### src/logic/ym_timer_pkg.sv
// Shared constants and encodings for the FM chip timer block, referenced as ym_timer_pkg::name
package ym_timer_pkg;

    // Clocking and sample cycle
    localparam int PRESCALE_DIV = 6;   // clk cycles per clk_en
    localparam int SLOT_COUNT   = 24;  // Operator slots per sample
    localparam int PRESCALE_W   = $clog2(PRESCALE_DIV);
    localparam int SLOT_W       = $clog2(SLOT_COUNT);
    localparam logic [PRESCALE_W-1:0] PRESCALE_LAST = PRESCALE_W'(PRESCALE_DIV - 1);
    localparam logic [SLOT_W-1:0]     SLOT_LAST     = SLOT_W'(SLOT_COUNT - 1);

    // Host bus
    localparam int BUS_W         = 8;
    localparam int ADDR_DATA_BIT = 0;  // Set for data writes, clear for address writes
    localparam int ADDR_BANK_BIT = 1;  // Bank 1 when set

    // Busy window after a data write, in clk_en pulses
    localparam int BUSY_TICKS = 32;
    localparam int BUSY_W     = $clog2(BUSY_TICKS);
    localparam logic [BUSY_W-1:0] BUSY_LAST = BUSY_W'(BUSY_TICKS - 1);

    // Timers
    localparam int TIMER_A_W   = 10;
    localparam int TIMER_B_W   = 8;
    localparam int TIMER_B_PRE = 16;  // zero pulses per Timer B step

    // Bits of the timer control register
    localparam int CTL_LOAD_A = 0;
    localparam int CTL_LOAD_B = 1;
    localparam int CTL_EN_A   = 2;
    localparam int CTL_EN_B   = 3;
    localparam int CTL_CLR_A  = 4;
    localparam int CTL_CLR_B  = 5;

    // Status byte layout
    localparam int STAT_FLAG_A = 0;
    localparam int STAT_FLAG_B = 1;
    localparam int STAT_BUSY   = BUS_W - 1;

    typedef enum logic [0:0] {
        seq_idle = 1'b0,
        seq_busy = 1'b1
    } seq_state_e;

    typedef enum logic [7:0] {
        reg_timer_a_hi = 8'h24,  // Timer A bits 9..2
        reg_timer_a_lo = 8'h25,  // Timer A bits 1..0
        reg_timer_b    = 8'h26,
        reg_timer_ctl  = 8'h27
    } reg_addr_e;

endpackage

### src/logic/slot_counter.sv
// Prescaler and operator slot counter; makes clk_en and the once-per-sample zero pulse
module slot_counter (
    input  logic clk,
    input  logic reset,
    output logic clk_en,
    output logic zero
);

    logic [ym_timer_pkg::PRESCALE_W-1:0] pre_cnt;
    logic [ym_timer_pkg::SLOT_W-1:0]     slot;
    logic                                pre_wrap;
    logic                                slot_wrap;

    assign pre_wrap  = (pre_cnt == ym_timer_pkg::PRESCALE_LAST);
    assign slot_wrap = (slot == ym_timer_pkg::SLOT_LAST);

    // clk divider, clk_en is registered so it lands one cycle after the wrap
    always_ff @(posedge clk) begin
        if (reset) begin
            pre_cnt <= '0;
            clk_en  <= 1'b0;
        end else begin
            clk_en <= pre_wrap;
            if (pre_wrap) begin
                pre_cnt <= '0;
            end else begin
                pre_cnt <= pre_cnt + 1'b1;
            end
        end
    end

    // Slot count moves on clk_en
    always_ff @(posedge clk) begin
        if (reset) begin
            slot <= '0;
            zero <= 1'b0;
        end else begin
            // Marks the clk_en cycle that takes slot 23 back to 0
            zero <= pre_wrap && slot_wrap;
            if (clk_en) begin
                if (slot_wrap) begin
                    slot <= '0;
                end else begin
                    slot <= slot + 1'b1;
                end
            end
        end
    end

endmodule

### src/logic/timer_control.sv
// Timer register file: decodes host writes, drives both timers, builds status byte and irq_n
module timer_control (
    input  logic                               clk,
    input  logic                               reset,
    input  logic                               reg_we,
    input  logic [ym_timer_pkg::BUS_W-1:0]     reg_sel,
    input  logic [ym_timer_pkg::BUS_W-1:0]     reg_data,
    input  logic                               busy,
    input  logic                               flag_a,
    input  logic                               flag_b,
    output logic [ym_timer_pkg::TIMER_A_W-1:0] value_a,
    output logic [ym_timer_pkg::TIMER_B_W-1:0] value_b,
    output logic                               load_a,
    output logic                               load_b,
    output logic                               flag_en_a,
    output logic                               flag_en_b,
    output logic                               clr_flag_a,
    output logic                               clr_flag_b,
    output logic [ym_timer_pkg::BUS_W-1:0]     dout,
    output logic                               irq_n
);

    logic [ym_timer_pkg::BUS_W-1:0] status;

    // Register writes
    always_ff @(posedge clk) begin
        if (reset) begin
            value_a    <= '0;
            value_b    <= '0;
            load_a     <= 1'b0;
            load_b     <= 1'b0;
            flag_en_a  <= 1'b0;
            flag_en_b  <= 1'b0;
            clr_flag_a <= 1'b0;
            clr_flag_b <= 1'b0;
        end else begin
            // Clear requests last one cycle only
            clr_flag_a <= 1'b0;
            clr_flag_b <= 1'b0;
            if (reg_we) begin
                case (reg_sel)
                    ym_timer_pkg::reg_timer_a_hi: begin
                        value_a[ym_timer_pkg::TIMER_A_W-1:2] <= reg_data;
                    end
                    ym_timer_pkg::reg_timer_a_lo: begin
                        value_a[1:0] <= reg_data[1:0];
                    end
                    ym_timer_pkg::reg_timer_b: begin
                        value_b <= reg_data;
                    end
                    ym_timer_pkg::reg_timer_ctl: begin
                        load_a     <= reg_data[ym_timer_pkg::CTL_LOAD_A];
                        load_b     <= reg_data[ym_timer_pkg::CTL_LOAD_B];
                        flag_en_a  <= reg_data[ym_timer_pkg::CTL_EN_A];
                        flag_en_b  <= reg_data[ym_timer_pkg::CTL_EN_B];
                        clr_flag_a <= reg_data[ym_timer_pkg::CTL_CLR_A];
                        clr_flag_b <= reg_data[ym_timer_pkg::CTL_CLR_B];
                    end
                    default: ;  // Not a timer register
                endcase
            end
        end
    end

    // Status byte, unused bits read zero
    always_comb begin
        status                           = '0;
        status[ym_timer_pkg::STAT_BUSY]   = busy;
        status[ym_timer_pkg::STAT_FLAG_B] = flag_b;
        status[ym_timer_pkg::STAT_FLAG_A] = flag_a;
    end

    always_ff @(posedge clk) begin
        if (reset) begin
            dout <= '0;
        end else begin
            dout <= status;
        end
    end

    // Open-drain style interrupt, low while any flag is up
    assign irq_n = !(flag_a || flag_b);

endmodule

### src/logic/timer_unit.sv
// One FM chip timer: zero-paced up-counter with reload, pre-divider and sticky overflow flag
module timer_unit #(
    parameter int CNT_W   = 10,
    parameter int PRE_DIV = 1
) (
    input  logic             clk,
    input  logic             reset,
    input  logic             zero,
    input  logic [CNT_W-1:0] value,
    input  logic             load,
    input  logic             flag_en,
    input  logic             clr_flag,
    output logic             flag
);

    localparam int PRE_W = $clog2(PRE_DIV + 1);
    localparam logic [PRE_W-1:0] PRE_LAST = PRE_W'(PRE_DIV - 1);

    logic [CNT_W-1:0] cnt;
    logic [PRE_W-1:0] pre;
    logic             load_d;
    logic             load_rise;
    logic             step;
    logic             overflow;

    assign load_rise = load && !load_d;
    assign step      = load && !load_rise && zero && (pre == PRE_LAST);
    assign overflow  = step && (&cnt);  // Stepping out of all ones

    always_ff @(posedge clk) begin
        if (reset) begin
            load_d <= 1'b0;
            pre    <= '0;
            cnt    <= '0;
        end else begin
            load_d <= load;
            if (load_rise) begin
                pre <= '0;
                cnt <= value;
            end else if (load && zero) begin
                if (pre == PRE_LAST) begin
                    pre <= '0;
                end else begin
                    pre <= pre + 1'b1;
                end
                if (step) begin
                    cnt <= overflow ? value : cnt + 1'b1;  // Reload on wrap
                end
            end
        end
    end

    // Sticky flag, a new overflow wins over a clear in the same cycle
    always_ff @(posedge clk) begin
        if (reset) begin
            flag <= 1'b0;
        end else if (overflow && flag_en) begin
            flag <= 1'b1;
        end else if (clr_flag) begin
            flag <= 1'b0;
        end
    end

endmodule

### src/logic/write_sequencer.sv
// Host write port decoder: address latch, data write forwarding and the busy window
module write_sequencer (
    input  logic                           clk,
    input  logic                           reset,
    input  logic                           clk_en,
    input  logic                           cs_n,
    input  logic                           wr_n,
    input  logic [1:0]                     addr,
    input  logic [ym_timer_pkg::BUS_W-1:0] din,
    output logic                           reg_we,
    output logic [ym_timer_pkg::BUS_W-1:0] reg_sel,
    output logic [ym_timer_pkg::BUS_W-1:0] reg_data,
    output logic                           busy
);

    ym_timer_pkg::seq_state_e        state;
    logic [ym_timer_pkg::BUSY_W-1:0] busy_cnt;  // clk_en pulses seen while busy
    logic                            write;
    logic                            addr_write;
    logic                            data_write;
    logic                            bank0;

    assign write      = !cs_n && !wr_n;
    assign addr_write = write && !addr[ym_timer_pkg::ADDR_DATA_BIT];
    assign data_write = write && addr[ym_timer_pkg::ADDR_DATA_BIT];
    assign bank0      = !addr[ym_timer_pkg::ADDR_BANK_BIT];

    assign busy = (state == ym_timer_pkg::seq_busy);

    // Address latch takes every address write, busy or not
    always_ff @(posedge clk) begin
        if (reset) begin
            reg_sel <= '0;
        end else if (addr_write) begin
            reg_sel <= din;
        end
    end

    always_ff @(posedge clk) begin
        if (reset) begin
            state    <= ym_timer_pkg::seq_idle;
            busy_cnt <= '0;
            reg_we   <= 1'b0;
        end else begin
            reg_we <= 1'b0;
            case (state)
                ym_timer_pkg::seq_idle: begin
                    if (data_write) begin
                        reg_we   <= bank0;  // Bank 1 only costs a busy period
                        busy_cnt <= '0;
                        state    <= ym_timer_pkg::seq_busy;
                    end
                end
                ym_timer_pkg::seq_busy: begin
                    // Data writes here are simply lost
                    if (clk_en) begin
                        if (busy_cnt == ym_timer_pkg::BUSY_LAST) begin
                            state <= ym_timer_pkg::seq_idle;
                        end else begin
                            busy_cnt <= busy_cnt + 1'b1;
                        end
                    end
                end
                default: state <= ym_timer_pkg::seq_idle;
            endcase
        end
    end

    // Data byte goes out with reg_we
    always_ff @(posedge clk) begin
        if (data_write && !busy) begin
            reg_data <= din;
        end
    end

endmodule

### src/logic/ym_timer_top.sv
// Top level of the timer and host interface block; connects prescaler, bus sequencer and timers
module ym_timer_top (
    input  logic                           clk,
    input  logic                           reset,
    input  logic                           cs_n,
    input  logic                           wr_n,
    input  logic [1:0]                     addr,
    input  logic [ym_timer_pkg::BUS_W-1:0] din,
    output logic [ym_timer_pkg::BUS_W-1:0] dout,
    output logic                           irq_n
);

    logic clk_en;
    logic zero;  // One pulse per sample cycle

    // Register write path
    logic                           reg_we;
    logic [ym_timer_pkg::BUS_W-1:0] reg_sel;
    logic [ym_timer_pkg::BUS_W-1:0] reg_data;
    logic                           busy;

    // Timer settings and flags
    logic [ym_timer_pkg::TIMER_A_W-1:0] value_a;
    logic [ym_timer_pkg::TIMER_B_W-1:0] value_b;
    logic load_a, load_b;
    logic flag_en_a, flag_en_b;
    logic clr_flag_a, clr_flag_b;
    logic flag_a, flag_b;

    slot_counter u_slot (
        .clk    (clk),
        .reset  (reset),
        .clk_en (clk_en),
        .zero   (zero)
    );

    write_sequencer u_seq (
        .clk      (clk),
        .reset    (reset),
        .clk_en   (clk_en),
        .cs_n     (cs_n),
        .wr_n     (wr_n),
        .addr     (addr),
        .din      (din),
        .reg_we   (reg_we),
        .reg_sel  (reg_sel),
        .reg_data (reg_data),
        .busy     (busy)
    );

    timer_control u_ctl (
        .clk        (clk),
        .reset      (reset),
        .reg_we     (reg_we),
        .reg_sel    (reg_sel),
        .reg_data   (reg_data),
        .busy       (busy),
        .flag_a     (flag_a),
        .flag_b     (flag_b),
        .value_a    (value_a),
        .value_b    (value_b),
        .load_a     (load_a),
        .load_b     (load_b),
        .flag_en_a  (flag_en_a),
        .flag_en_b  (flag_en_b),
        .clr_flag_a (clr_flag_a),
        .clr_flag_b (clr_flag_b),
        .dout       (dout),
        .irq_n      (irq_n)
    );

    // Timer A steps on every zero pulse
    timer_unit #(.CNT_W(ym_timer_pkg::TIMER_A_W), .PRE_DIV(1)) u_timer_a (
        .clk      (clk),
        .reset    (reset),
        .zero     (zero),
        .value    (value_a),
        .load     (load_a),
        .flag_en  (flag_en_a),
        .clr_flag (clr_flag_a),
        .flag     (flag_a)
    );

    timer_unit #(
        .CNT_W   (ym_timer_pkg::TIMER_B_W),
        .PRE_DIV (ym_timer_pkg::TIMER_B_PRE)
    ) u_timer_b (
        .clk      (clk),
        .reset    (reset),
        .zero     (zero),
        .value    (value_b),
        .load     (load_b),
        .flag_en  (flag_en_b),
        .clr_flag (clr_flag_b),
        .flag     (flag_b)
    );

endmodule

### config.mk
export PLATFORM = sky130hd
export DESIGN_NAME = ym_timer_top
export DESIGN_NICKNAME = d
export VERILOG_FILES = /design/src/logic/ym_timer_pkg.sv /design/src/logic/slot_counter.sv /design/src/logic/timer_control.sv /design/src/logic/timer_unit.sv /design/src/logic/write_sequencer.sv /design/src/logic/ym_timer_top.sv
export SDC_FILE = /design/constraint.sdc
export NUM_CORES = 1
export LEC_CHECK = 0
export BUFFER_PORTS_ARGS = -buffer_cell sky130_fd_sc_hd__buf_2
export CORE_ASPECT_RATIO = 1.4
export CORE_MARGIN = 1.5
export CORE_UTILIZATION = 36
export CTS_BUF_LIST = sky130_fd_sc_hd__clkbuf_4 sky130_fd_sc_hd__clkbuf_8 sky130_fd_sc_hd__clkbuf_16
export CTS_CLUSTER_DIAMETER = 40
export DETAILED_ROUTE_END_ITERATION = 8
export PLACE_DENSITY = 0.54
export SKIP_LAST_GASP = 1
export SLEW_MARGIN = 20
export SYNTH_ARGS = -nofsm -noshare
export SYNTH_HDL_FRONTEND = slang
export SYNTH_SLANG_ARGS = --single-unit
### constraint.sdc
create_clock -name clk -period 3.5 [get_ports clk]
set_input_delay 0.7 -clock clk [delete_from_list [all_inputs] [get_ports clk]]
set_output_delay 0.7 -clock clk [all_outputs]
set_load 0.01 [all_outputs]
Yosys cells after proc, flatten, opt, wreduce, memory -nomap -nowiden
Index checks and enable logic that the tools add are counted.

Bitwise logic cells: 5. Equal/unequal tests: 11. Reduce and logical (&&, ||, !) cells: 50. Add/subtract/negate cells: 7. Multiplexer cells: 23.

Operator list (count): $mux 10 (4); $eq 8x6->1 const B (4); $mux 8 (4); $mux 5 (5); $logic_and 1x1->1 (19); $add 5x1->5 const B (3); $reduce_and 2->1 (6); $reduce_bool 2->1 (6); $add 10x1->10 const B (1); $eq 5x5->1 const B (2); $logic_not 1->1 (10); $pmux 5 s2 (1); $reduce_and 10->1 (1); $add 8x1->8 const B (1); $mux 1 (8); $reduce_and 8->1 (1); $reduce_or 2->1 (3); $reduce_or 3->1 (2); $eq 5x4->1 const B (1); $not 1->1 (5); $ne 2x2->1 const B (2); $add 3x1->3 const B (1); $eq 3x3->1 const B (1); $reduce_and 3->1 (1); 4 further kinds (4).

Output and inout bits: 9. Input bits: 14. Register bits: 93.

Longest topological paths before layout
Depth after elaboration: 11. Mapped depth: 7. Depth with buffers taken out: 7.

Modules after synthesis
From an unflattened synthesis, not the netlist that was laid out.

Cell total of the unflattened synthesis: 400. Area total of the unflattened synthesis: 4010.1 um^2.

Modules (own cells, without submodules): timer_control (cells each 102, instances 1, area an instance 1123.6 um^2); timer_unit at u_timer_b (cells each 102, instances 1, area an instance 885.8 um^2); write_sequencer (cells each 70, instances 1, area an instance 853.3 um^2); timer_unit at u_timer_a (cells each 84, instances 1, area an instance 711.9 um^2); slot_counter (cells each 42, instances 1, area an instance 435.4 um^2).

Worst setup path after synthesis
OpenSTA, ideal clock, no wires.

Path type: input-to-reg. Start point: input port wr_n. End point: register u_seq.busy_cnt[1] (netlist bit). Library setup time: 0.128 ns. Arrival time: 2.458 ns. Slack: 0.915 ns. Cell stages on the path: 4. Path through: nor4b_1 -> nor2_1 -> a22oi_1 -> nor2_1.

Word-level cells in the longest chain between the ends: 5.

Ends and longest elaborated chain: start: declaration (RTL line ym_timer_top.sv:6) `input logic wr_n,`; $logic_not 1->1 (RTL line write_sequencer.sv:23) `assign write = !cs_n && !wr_n;`; $logic_and 1x1->1 (RTL line write_sequencer.sv:23); $logic_and 1x1->1 (RTL line write_sequencer.sv:25) `assign data_write = write && addr[ym_timer_pkg::ADDR_DATA_BIT];`; $ne 2x1->1 (no line); $reduce_and 3->1 (no line); end signal: assignment (RTL line write_sequencer.sv:60) `busy_cnt <= busy_cnt + 1'b1;`; end: declaration (RTL line write_sequencer.sv:17) `logic [ym_timer_pkg::BUSY_W-1:0] busy_cnt;`.

No other way between the ends. A chain may end at the register's enable or synchronous reset.

Final worst setup path
Start point: register u_slot.zero. End point: register u_timer_a.cnt[8].

Word-level cells in the longest chain between the ends: 7. Elaborated cells between the ends (all ways): 11. Those cells by class: 4 x mux; 7 x reduce/logical.

Ends and longest elaborated chain: start: declaration (RTL line slot_counter.sv:6) `output logic zero`; start signal: assignment (RTL line slot_counter.sv:39) `zero <= pre_wrap && slot_wrap;`; $logic_and 1x1->1 (2 in a row) (RTL line timer_unit.sv:27) `assign step = load && !load_rise && zero && (pre == PRE_LAST);`; $logic_and 1x1->1 (RTL line timer_unit.sv:28) `assign overflow = step && (&cnt);`; $mux 10 (RTL line timer_unit.sv:47) `cnt <= overflow ? value : cnt + 1'b1;`; $mux 10 (RTL line timer_unit.sv:46) `if (step) begin`; $mux 10 (RTL line timer_unit.sv:40) `end else if (load && zero) begin`; $mux 10 (RTL line timer_unit.sv:37) `if (load_rise) begin`; end signal: assignment (RTL line timer_unit.sv:39) `cnt <= value;`; end signal: assignment (RTL line timer_unit.sv:47); end: declaration (RTL line timer_unit.sv:19) `logic [CNT_W-1:0] cnt;`.

Parallel ways exist; a longest one is shown, timed or not. The select of a mux whose other input is x is not followed.

==> results.json <==
{
  "insertion_delay_ps": 340,
  "cts.clk_slew.worst_paths_ps": 60,
  "numPortBuffers": 17,
  "viasPerCell": 5.120,
  "r2r-start": "u_slot.zero",
  "drtIter0Drc": 80,
  "grt_pass1_vias": 2833,
  "hp-class": "reg2reg",
  "drv_cap": 0,
  "n_antenna_cell": 0,
  "synth_seq_cells": 87,
  "rsz0062_at_grt": "false",
  "worstPathCellList": "nand2_1 > o31ai_4 > and2_0 > nand2_1 > a211oi_1",
  "fmax_mhz": 472.7,
  "dp.cells": 552,
  "layout.cells.non_filler": 568,
  "post_cts_resized": 0,
  "initial_utilization": 0.3688,
  "dieWidth_um": 90.03,
  "p_switching_uw": 447.2,
  "synth.distinct_cells": 54,
  "grt_pass1_wl_um": 13470,
  "pin_count": 23,
  "power_density_nw_per_um2": 468.0,
  "synth_ff_type": "dfxtp_1",
  "drt_first_pass_iters": 4,
  "synthArstFlopShare": 0,
  "crit_start": "u_slot.zero",
  "worstPathMaxFanout": 12,
  "track_usage": 0.1491,
  "slew_headroom": 0.4477,
  "postCtsSetupBuffers": 0,
  "endpoint_kind": "register",
  "synth_area_um2": 3817,
  "clock_power_share": 0.462,
  "core-area_um2": 10350,
  "critPathLaunchType": "register",
  "mostFrequentLayoutCells": "dfxtp_1, nor2_1, mux2i_1",
  "fin_crit_sh": 0.6044,
  "final.setup.tns_ps": 0,
  "period_needed_ps": 2115,
  "antenna_found_initial": 0,
  "route.detailed.drc": 0,
  "syn_inst": 412,
  "cts-htree-levels": 3,
  "grt_max_degree": 42,
  "wl_um": 7963,
  "fin_skew_ps": 7.269,
  "ant_nets": 0,
  "layout_commonest_cell": "dfxtp_1",
  "vias": 2908,
  "die-area_um2": 11240,
  "drive_above_1_share": 0.1140,
  "die_y_um": 124.8,
  "setup_viol": 0,
  "nNetsFinal": 447,
  "gp_congestion": 0.7826,
  "dp_hpwl_um": 5695,
  "fill_cells": 1097,
  "status": "finished clean",
  "power_frac_seq": 0.510,
  "path_class": "reg2reg",
  "slowest_delay_ps": 590,
  "power_leakage_nw": 1.483,
  "hold_violations": 0,
  "crit_arrival_ps": 2360,
  "root_buffer": "clkbuf_16",
  "switching_share": 0.2223,
  "cp_data_required_time_ps": 3750,
  "fp-row-count": 44,
  "worst_pin_slew_ps": 824.0,
  "yosysWarnings": 0,
  "synth_edf_count": 8,
  "cts_buffers": 9,
  "cts.sinks": 87,
  "grt-ovfl-total": 0,
  "cts_tree": "done",
  "yosysSeqAreaShare": 0.4772,
  "internal_power_mw": 1.565,
  "area_delta_synth_final_pct": 12.62,
  "drv_slew": 0,
  "cpMaxStageDelayCell": "dfxtp_1",
  "total_power_mw": 2.012,
  "vdd_drop_max_mv": 0.2685,
  "cp_common_cell": "nand2_1",
  "avgSynthCellArea_um2": 9.266,
  "worstHoldStart": "u_slot.pre_cnt[0]",
  "wl_per_cell_um": 14.02,
  "clk_path_buf_depth": 2,
  "comb_power_share": 0.028,
  "ctsHoldBuffers": 0
}
[cell usage after synthesis, types with 3 or more instances]
master,n,area share
a22oi_1,3,0.0059
a21oi_1,16,0.021
nand4_1,10,0.016
or3_1,3,0.0049
a211oi_1,5,0.0098
nor2b_1,7,0.011
inv_1,9,0.0088
a31oi_1,3,0.0049
xor2_1,5,0.011
nand2b_1,5,0.0082
nand3_1,21,0.028
and2_1,4,0.0066
mux2i_1,35,0.092
nand3b_1,3,0.0059
o21ai_0,12,0.016
nand4b_1,3,0.0069
nor4b_1,3,0.0069
clkbuf_1,12,0.012
nor2_1,64,0.063
nor3_1,16,0.021
edfxtp_1,8,0.063
dfxtp_1,79,0.41
buf_2,4,0.0052
nand2_1,31,0.030
buf_4,5,0.0098
ha_1,8,0.026
[path summary, 6_finish.rpt]
kind | end | slack [ps] | cells past startpoint
max | u_timer_a.cnt[8] | 1380 | 5
min | u_slot.pre_cnt[0] | 460 | 1
max reg2reg | u_timer_a.cnt[8] | 1380 | 5
min reg2reg | u_slot.pre_cnt[0] | 460 | 1
[per-layer routing]
metal / vias to the layer above / part of all wire / wire length, µm / track usage
met5: - / 0 / 0 / 0
met4: 0 / 0.022 / 175 / 0.06723
met3: 11 / 0.023 / 187 / 0.02991
met2: 43 / 0.52 / 4138 / 0.2643
met1: 1377 / 0.43 / 3462 / 0.1706
li1: 1477 / - / - / -
[through the flow]
step / cell area, µm² / setup WS [ps] / hold WS, ps / util
global route: 4299 / 1208 / 499.1 / 0.4154
CTS: 4299 / 1371 / 470.9 / 0.4154
floorplan: 3832 / 914.6 / 421.4 / -
detailed placement: 4008 / 1395 / 461.7 / 0.3872
global placement: 4008 / 1465 / 435.3 / 0.3872
finish: 4299 / 1385 / 463.3 / 0.4154
[cell type report]
class,count,area (µm²),share of cell area
clock buffer,11,252.7,0.05879
clock inverter,5,38.79,0.009022
multi-input combinational,297,1864,0.4336
timing repair buffer,21,115.1,0.02678
inverter,9,33.78,0.007858
tap,138,172.7,0.04016
sequential,87,1822,0.4237
[kinds of logic after synthesis]
family / synth area share
muxes: 0.09767
and+or+nand+nor: 0.2494
adders and majority gates: 0.02622
xor gates and xnor gates: 0.01147
buffers and inverters: 0.03999
DFF: 0.4772
AOI/OAI and AO/OA: 0.09702
other: 0.0009823
[state kept, by name, summed over array words and instances (netlist names), 3 cells and up]
signal and cells:
u_slot.slot 5, u_timer_a.cnt 10, u_seq.busy_cnt 5, u_slot.pre_cnt 3, u_timer_b.pre 5, u_ctl.value_b 8
u_ctl.dout 3, u_timer_b.cnt 8, u_seq.reg_data 8, u_ctl.value_a 10, u_seq.reg_sel 8
[power groups by stage]
stage	clock network [mW]	registers [mW]	logic [mW]
floorplan	0	1.05	0.0402
global placement	0	1.05	0.0555
detailed placement	0	1.05	0.0569
CTS	0.959	1.03	0.0570
global route	0.993	1.03	0.0631
finish	0.930	1.03	0.0556
[critical path: cells and delay by family, from the launching register on]
| family | cells | cell delay [ps] |
|---|---|---|
| and+or+nand+nor | 3 | 720 |
| DFF | 1 | 590 |
| AOI/OAI and AO/OA | 2 | 710 |
No activity file was read; power rests on OpenSTA's default activity.
